<file path="src/source/div_defs.svh">
//----------------------------------------
// divider width and step count macros
// data width, steps per operation size,
// step counter width
//----------------------------------------
`ifndef DIV_DEFS_SVH
`define DIV_DEFS_SVH

// data path width of the core
`define DIV_XLEN    64

// restoring steps per operation
`define DIV_STEPS_D 64  // 64-bit forms
`define DIV_STEPS_W 32  // word forms

// must hold DIV_STEPS_D
`define DIV_CNT_W   7

`endif

</file>
<file path="src/source/div_pkg.sv">
//----------------------------------------
// divider shared types
// data word, operation flags, request,
// prepared operands, control states
//----------------------------------------
`include "div_defs.svh"

package div_pkg;

  // one register-file data word
  typedef logic [`DIV_XLEN-1:0] div_word_t;

  // decoded M-extension division operation
  typedef struct packed {
    logic is_rem;       // remainder instead of quotient
    logic is_unsigned;  // unsigned operands
    logic is_word;      // 32-bit word form
  } div_op_t;

  // request as presented by the core
  typedef struct packed {
    div_op_t   op;
    div_word_t dividend;
    div_word_t divisor;
  } div_req_t;

  // operation after sign stripping and special case check
  typedef struct packed {
    div_op_t   op;
    div_word_t dividend_mag;    // word forms sit in the upper half
    div_word_t divisor_mag;
    logic      neg_q;           // negate the quotient at the end
    logic      neg_r;           // negate the remainder at the end
    logic      special;         // zero divisor or signed overflow
    div_word_t special_result;
  } div_prep_t;

  // control FSM
  typedef enum logic [1:0] {
    IDLE,
    DIVIDE,
    FINISH
  } div_state_e;

endpackage

</file>
<file path="src/source/div_ctrl.sv">
//----------------------------------------
// divider control
// IDLE/DIVIDE/FINISH FSM, step counter,
// request and response handshakes
//----------------------------------------
`timescale 1ns/1ps
`include "div_defs.svh"

module div_ctrl (
  input  logic clk,
  input  logic rst_n,
  input  logic valid_i,
  input  logic ready_i,
  input  logic special_i,
  input  logic is_word_i,
  output logic ready_o,
  output logic done_o,
  output logic load_o,
  output logic step_o
);

  div_pkg::div_state_e   state_q;
  div_pkg::div_state_e   state_d;
  logic [`DIV_CNT_W-1:0] cnt_q;
  logic [`DIV_CNT_W-1:0] cnt_d;
  logic                  accept;

  assign ready_o = (state_q == div_pkg::IDLE);
  assign accept  = valid_i & ready_o;

  assign load_o = accept;
  assign step_o = (state_q == div_pkg::DIVIDE);
  assign done_o = (state_q == div_pkg::FINISH);

  //----------------------------------------
  // next state
  //----------------------------------------
  always_comb begin
    state_d = state_q;
    cnt_d   = cnt_q;
    case (state_q)
      div_pkg::IDLE: begin
        if (accept) begin
          if (special_i) begin
            state_d = div_pkg::FINISH;  // no iterations needed
          end else begin
            state_d = div_pkg::DIVIDE;
            cnt_d   = is_word_i ? `DIV_CNT_W'(`DIV_STEPS_W) : `DIV_CNT_W'(`DIV_STEPS_D);
          end
        end
      end
      div_pkg::DIVIDE: begin
        cnt_d = cnt_q - 1'b1;
        if (cnt_q == `DIV_CNT_W'(1)) begin  // last step this cycle
          state_d = div_pkg::FINISH;
        end
      end
      div_pkg::FINISH: begin
        if (ready_i) begin
          state_d = div_pkg::IDLE;
        end
      end
      default: begin
        state_d = div_pkg::IDLE;
      end
    endcase
  end

  always_ff @(posedge clk) begin
    if (rst_n) begin
      state_q <= div_pkg::IDLE;
      cnt_q   <= '0;
    end else begin
      state_q <= state_d;
      cnt_q   <= cnt_d;
    end
  end

endmodule

</file>
<file path="src/source/div_operand_prep.sv">
//----------------------------------------
// divider operand preparation
// word extension, magnitudes, sign flags,
// zero divisor and overflow detection
//----------------------------------------
`timescale 1ns/1ps

module div_operand_prep (
  input  logic               clk,
  input  logic               rst_n,
  input  logic               load_i,
  input  div_pkg::div_req_t  req_i,
  output logic               special_o,
  output div_pkg::div_prep_t prep_o
);

  div_pkg::div_op_t   op;
  div_pkg::div_word_t a_sext32;
  div_pkg::div_word_t b_sext32;
  div_pkg::div_word_t a_ext;
  div_pkg::div_word_t b_ext;
  div_pkg::div_word_t a_mag;
  div_pkg::div_word_t b_mag;
  div_pkg::div_word_t spec_res;
  logic               a_neg;
  logic               b_neg;
  logic               zero_div;
  logic               ovf;
  div_pkg::div_prep_t prep_d;

  assign op = req_i.op;

  assign a_sext32 = {{32{req_i.dividend[31]}}, req_i.dividend[31:0]};
  assign b_sext32 = {{32{req_i.divisor[31]}}, req_i.divisor[31:0]};

  //----------------------------------------
  // operand extension and magnitudes
  //----------------------------------------
  always_comb begin
    if (!op.is_word) begin
      a_ext = req_i.dividend;
      b_ext = req_i.divisor;
    end else if (op.is_unsigned) begin
      a_ext = {32'b0, req_i.dividend[31:0]};  // divuw and remuw zero extend
      b_ext = {32'b0, req_i.divisor[31:0]};
    end else begin
      a_ext = a_sext32;
      b_ext = b_sext32;
    end
  end

  assign a_neg = !op.is_unsigned && a_ext[63];
  assign b_neg = !op.is_unsigned && b_ext[63];
  assign a_mag = a_neg ? -a_ext : a_ext;
  assign b_mag = b_neg ? -b_ext : b_ext;

  //----------------------------------------
  // special cases, resolved without steps
  //----------------------------------------
  assign zero_div = op.is_word ? (req_i.divisor[31:0] == 32'b0)
                               : (req_i.divisor == 64'b0);

  // most negative over minus one
  assign ovf = !op.is_unsigned && !zero_div &&
               (op.is_word ? (req_i.dividend[31:0] == 32'h8000_0000 && &req_i.divisor[31:0])
                           : (req_i.dividend == {1'b1, 63'b0} && &req_i.divisor));

  always_comb begin
    spec_res = '0;
    if (zero_div) begin
      if (op.is_rem) begin
        spec_res = op.is_word ? a_sext32 : req_i.dividend;
      end else begin
        spec_res = '1;
      end
    end else if (ovf && !op.is_rem) begin
      spec_res = op.is_word ? {{32{1'b1}}, 32'h8000_0000} : {1'b1, 63'b0};
    end
  end

  assign special_o = zero_div | ovf;

  always_comb begin
    prep_d.op             = op;
    prep_d.dividend_mag   = op.is_word ? {a_mag[31:0], 32'b0} : a_mag;
    prep_d.divisor_mag    = b_mag;
    prep_d.neg_q          = a_neg ^ b_neg;
    prep_d.neg_r          = a_neg;                // remainder follows the dividend
    prep_d.special        = special_o;
    prep_d.special_result = spec_res;
  end

  always_ff @(posedge clk) begin
    if (rst_n) begin
      prep_o <= '0;
    end else if (load_i) begin
      prep_o <= prep_d;
    end
  end

endmodule

</file>
<file path="src/source/div_iter.sv">
//----------------------------------------
// restoring divider iteration
// remainder:quotient register, one
// shift-subtract step per cycle
//----------------------------------------
`timescale 1ns/1ps
`include "div_defs.svh"

module div_iter (
  input  logic               clk,
  input  logic               rst_n,
  input  logic               load_i,
  input  logic               step_i,
  input  div_pkg::div_prep_t prep_i,
  output div_pkg::div_word_t quot_o,
  output div_pkg::div_word_t rem_o
);

  logic [2*`DIV_XLEN-1:0] rq_q;     // {remainder, quotient}
  logic [2*`DIV_XLEN-1:0] src;
  logic [`DIV_XLEN:0]     partial;  // shifted remainder, one bit wider
  logic [`DIV_XLEN+1:0]   diff;
  logic                   fresh_q;
  logic                   borrow;

  // prepared operands land on the accept edge,
  // so the first step takes the dividend straight from prep_i
  assign src = fresh_q ? {{`DIV_XLEN{1'b0}}, prep_i.dividend_mag} : rq_q;

  assign partial = src[2*`DIV_XLEN-1:`DIV_XLEN-1];
  assign diff    = {1'b0, partial} - {2'b0, prep_i.divisor_mag};
  assign borrow  = diff[`DIV_XLEN+1];

  always_ff @(posedge clk) begin
    if (rst_n) begin
      rq_q    <= '0;
      fresh_q <= 1'b0;
    end else if (load_i) begin
      rq_q    <= '0;    // remainder half starts at zero
      fresh_q <= 1'b1;
    end else if (step_i) begin
      fresh_q <= 1'b0;
      if (borrow) begin
        rq_q <= {src[2*`DIV_XLEN-2:0], 1'b0};  // restore, quotient bit 0
      end else begin
        rq_q <= {diff[`DIV_XLEN-1:0], src[`DIV_XLEN-2:0], 1'b1};
      end
    end
  end

  assign quot_o = rq_q[`DIV_XLEN-1:0];
  assign rem_o  = rq_q[2*`DIV_XLEN-1:`DIV_XLEN];

endmodule

</file>
<file path="src/source/div_result_fix.sv">
//----------------------------------------
// divider result correction
// quotient or remainder select, sign
// restore, word extension, special value
//----------------------------------------
`timescale 1ns/1ps

module div_result_fix (
  input  div_pkg::div_prep_t prep_i,
  input  div_pkg::div_word_t quot_i,
  input  div_pkg::div_word_t rem_i,
  output div_pkg::div_word_t result_o
);

  div_pkg::div_word_t sel;
  div_pkg::div_word_t fixed;
  div_pkg::div_word_t word_ext;
  logic               negate;

  assign sel    = prep_i.op.is_rem ? rem_i : quot_i;
  assign negate = prep_i.op.is_rem ? prep_i.neg_r : prep_i.neg_q;

  assign fixed = negate ? -sel : sel;  // back to two's complement

  // word forms, low half only, bit 31 spreads upward
  assign word_ext = {{32{fixed[31]}}, fixed[31:0]};

  always_comb begin
    if (prep_i.special) begin
      result_o = prep_i.special_result;
    end else if (prep_i.op.is_word) begin
      result_o = word_ext;
    end else begin
      result_o = fixed;
    end
  end

endmodule

</file>
<file path="src/source/div_top.sv">
//----------------------------------------
// multi-cycle RISC-V M-extension divider
// control plus prep, iteration and fix
//----------------------------------------
`timescale 1ns/1ps

module div_top (
  input  logic               clk,
  input  logic               rst_n,
  input  logic               valid_i,
  input  div_pkg::div_req_t  req_i,
  output logic               ready_o,
  output div_pkg::div_word_t result_o,
  output logic               done_o,
  input  logic               ready_i
);

  logic               special_now;
  logic               load;
  logic               step;
  div_pkg::div_prep_t prep;
  div_pkg::div_word_t quot;
  div_pkg::div_word_t rem;

  div_ctrl u_ctrl (
    .clk       (clk),
    .rst_n     (rst_n),
    .valid_i   (valid_i),
    .ready_i   (ready_i),
    .special_i (special_now),
    .is_word_i (req_i.op.is_word),
    .ready_o   (ready_o),
    .done_o    (done_o),
    .load_o    (load),
    .step_o    (step)
  );

  div_operand_prep u_prep (
    .clk       (clk),
    .rst_n     (rst_n),
    .load_i    (load),
    .req_i     (req_i),
    .special_o (special_now),
    .prep_o    (prep)
  );

  div_iter u_iter (
    .clk    (clk),
    .rst_n  (rst_n),
    .load_i (load),
    .step_i (step),
    .prep_i (prep),
    .quot_o (quot),
    .rem_o  (rem)
  );

  // held stable through FINISH since prep and iter only change on load/step
  div_result_fix u_fix (
    .prep_i   (prep),
    .quot_i   (quot),
    .rem_i    (rem),
    .result_o (result_o)
  );

endmodule

</file>
<file path="config.mk">
export PLATFORM = sky130hd
export DESIGN_NAME = div_top
export DESIGN_NICKNAME = d
export VERILOG_FILES = /design/src/source/div_pkg.sv /design/src/source/div_ctrl.sv /design/src/source/div_operand_prep.sv /design/src/source/div_iter.sv /design/src/source/div_result_fix.sv /design/src/source/div_top.sv
export VERILOG_INCLUDE_DIRS = /design/src /design/src/source
export SDC_FILE = /design/constraint.sdc
export NUM_CORES = 1
export LEC_CHECK = 0
export BUFFER_PORTS_ARGS = -buffer_cell sky130_fd_sc_hd__buf_2
export CAP_MARGIN = 10
export CORE_MARGIN = 2
export CORE_UTILIZATION = 60
export CTS_BUF_LIST = sky130_fd_sc_hd__clkbuf_8
export DETAILED_ROUTE_END_ITERATION = 10
export PLACE_DENSITY = 0.8
export SLEW_MARGIN = 10
export SYNTH_ARGS = -nofsm -noshare
export SYNTH_HDL_FRONTEND = slang
export SYNTH_SLANG_ARGS = --single-unit
</file>
<file path="constraint.sdc">
create_clock -name clk -period 5.6 [get_ports clk]
set_input_delay 0.56 -clock clk [delete_from_list [all_inputs] [get_ports clk]]
set_output_delay 0.56 -clock clk [all_outputs]
set_load 0.02 [all_outputs]
</file>
==> key figures <==
Status
  – Status: finished clean

GRT
  – Global Route met1 Usage: 0.545
  – First-pass GRT wire length: 147000 µm
  – Total Routing Usage GR: 0.429
  – Vias in the first global route: 25500
  – Met3 track demand over resource: 0.0989
  – Most used routing layer: met2
  – Gr ovfl total: 0
  – GR Util met2: 0.660
  – Initial antenna violation count: 2
  – Pin count of the biggest net entering global routing: 168

Timing
  – Achievable frequency: 0.183 GHz
  – Final period util: 0.978
  – Final-report setup violation count: 0
  – Fin crit period: ~5.5 ns
  – Max-slew violations: 0
  – Final hold viol count: 0
  – Slew HR: 0.217
  – Tightest Pin Transition: 1.18 ns
  – Clock skew: 0.0692 ns

Worst hold path
  – Hold path endpoint: u_prep.prep_o[27]
  – Worst hold path class: primary input to flip-flop
  – Hold path depth: 3
  – Hold_sp: req_i[91]

Logic synthesis
  – Synth cell types: 82
  – Synth top area share: 0.269
  – Sequential area share after synthesis: 0.269
  – Syn Inst Count: approximately 3400
  – Mean Syn Cell Area: 7.36 µm²
  – Seq cells post-synth: about 340
  – Cell accounting for the most synthesized area: dfxtp_1
  – Yosys warning total: 0
  – Post-synth EDFFs: 0
  – Synthesized net count: around 3600
  – Synth top area cells: dfxtp_1 (27%), a21oi_1 (6.0%), mux2i_1 (5.8%)
  – Post-synthesis async set-or-reset flop share: 0
  – Synth cell count leaders: nand2_1 (342), dfxtp_1 (335), nor2_1 (307)
  – Most common cell in the netlist: nand2_1
  – Post-Syn Area: 25000 µm²
  – Prevailing post-synth register cell: dfxtp_1

Clock network
  – CTS tree: built
  – Sink Count: 335
  – CTS root buf: clkbuf_8
  – Num CTS Buffers: 60
  – Longest Clk Path Bufs: 3
  – H-tree Lvls: 2
  – Clock latency at the later pin of the worst-skew pair: 0.75 ns
  – Worst-path clk slew: roughly 0.060 ns

Floorplanning
  – Row count: 74
  – Ports: 201
  – Vert. Die Dim: 208 µm
  – Core box area: between 40000 and 50000 µm²
  – Die area: 43300 µm²
  – Initial Util: 0.610
  – Die Width: 208 µm

Routing
  – Avg Vias per Cell: 6.79
  – WL final: 97900 µm
  – Antenna viol nets, final: 0
  – Iteration-0 DRC Markers: ~3500
  – Vias: 27500
  – Pre-antenna DRT Iters: 7
  – # DRC: 0
  – DR WL/cell: 24.2 µm

Final layout
  – Sequential cell area: 6720 µm²
  – P&R area growth vs syn: 10.3%
  – Layout Cells excl Fill: 4049
  – Layout Nets: 3678
  – Diodes inserted: 0
  – Layout cells sized above 1: 0.117
  – Area of the multi-input gates: 16800 µm²
  – FILL cells: 3540

Setup path
  – Crit path DAT: around 4.9 ns
  – Startpoint types: flip-flop
  – Crit. End Element: primary output
  – Worst-path maximum fanout: 45
  – Worst reg2reg path depth: 13
  – RR Startpoint: u_iter.fresh_q
  – Reg2Reg Setup Slack: around 0.9 ns
  – CP required: 5.04 ns
  – Critical path class: flip-flop to primary output
  – RR Endpoint: u_iter.rq_q[112]

Run
  – Max cap viols: 0

Place
  – HPWL Detailed: 72100 µm
  – PortBufs: 200
  – Placer Congestion: 1.02
  – Cell count after placement: 3940

Power and ir drop
  – Maximum VDD drop: 0.255 mV
  – Post-layout power: 9.19 mW
  – Leak Pwr: 11.0 nW
  – Power per Cell Area: 334 nW/µm²
[cell usage in the layout, fill, tap and decap left out, drive strengths merged, types with 22 or more instances in the layout]
cell type / instances
nand2: 342
mux2: 25
inv: 185
buf: 249
mux2i: 145
nand3: 45
o31ai: 39
nor2: 308
xnor2: 133
o21ai: 262
o211ai: 24
nand4: 57
ha: 70
xor2: 81
a31oi: 45
and2: 22
a22o: 24
dfxtp: 335
nor3: 98
nor2b: 98
or3: 31
a21oi: 301
clkbuf: 72
a21o: 44
nor4: 34
a211oi: 145
[state kept, by name, summed over array words and instances (netlist names)]
register / cells
u_ctrl.state_q: 2
u_ctrl.cnt_q: 7
u_iter.rq_q: 128
u_prep.prep_o: 197
u_iter.fresh_q: 1
[per-layer routing]
| layer | up-vias | part of all wire |
|---|---|---|
| met5 | - | 0.00018 |
| met4 | 2 | 0.068 |
| met3 | 397 | 0.11 |
| met2 | 1802 | 0.43 |
| met1 | 12900 | 0.39 |
| li1 | 12400 | - |
[area by class of cell]
cell class                      instances  share of cell area
Multi-Input combinational cell       2661               0.610
Sequential cell                       335               0.244
Tap cell                              532              0.0242
Clock buffer                           71              0.0355
Clock inverter                         36              0.0126
Inverter                              164              0.0224
Timing Repair Buffer                  250              0.0520
[through the flow]
step | hold WS, ns | util | instance area, µm² | TNS, ns | worst slack (ns)
global placement | 0.427 | 0.639 | 26200 | 0 | 0.869
finish | 0.132 | 0.673 | 27500 | 0 | 0.124
global route | 0.146 | 0.673 | 27500 | -0.0700 | -0.0315
floorplan | 0.420 | - | 25000 | 0 | 0.234
detailed placement | 0.445 | 0.639 | 26200 | 0 | 0.866
CTS | 0.111 | 0.672 | 27500 | 0 | 0.0472
[how the worst max path moves through the flow]
stage	start	endpoint	slack (ns)
2_1_floorplan	u_prep.prep_o[197]	result_o[48]	0.23
3_3_place_gp	u_prep.prep_o[197]	result_o[59]	0.87
3_5_place_dp	u_prep.prep_o[197]	result_o[63]	0.87
4_1_cts	u_prep.prep_o[197]	result_o[59]	0.05
5_1_grt	u_prep.prep_o[197]	result_o[48]	-0.03
6_report	u_prep.prep_o[197]	result_o[59]	0.12
[cells by family after synthesis]
| group | count (synthesis) | synth area share |
|---|---|---|
| simple gates | 1141 | 0.219 |
| compound gates | 1065 | 0.270 |
| buf+inv | 399 | 0.0619 |
| flops | 335 | 0.269 |
| xor+xnor | 214 | 0.0751 |
| mux | 170 | 0.0694 |
| fa+ha+maj | 71 | 0.0359 |
[critical path, cell delays in order (launching register included)]
cell and delay, ns:
dfxtp_4 0.64, buf_16 0.28, mux2_2 0.41, a211o_1 0.37, nor3b_4 0.42, or4b_4 0.57, or4_4 0.46, nor2_2 0.12
a31oi_1 0.12, or3_1 0.34, a32oi_1 0.20, buf_2 0.21
[where the power goes]
group / total, mW / switching, mW / internal (mW)
registers: 2.86 / 0.268 / 2.59
logic: 3.74 / 2.39 / 1.35
clock network: 2.60 / 1.16 / 1.44
total: 9.19 / 3.82 / 5.38
[what timing repair did]
action | CTS | global route
hold buffers | 0 | 0
setup buffers | 0 | 1
hold endpoints to repair | 0 | 0
resized for setup | 0 | 4
setup endpoints to repair | 0 | 9
Power figures use the tool's default switching activity.
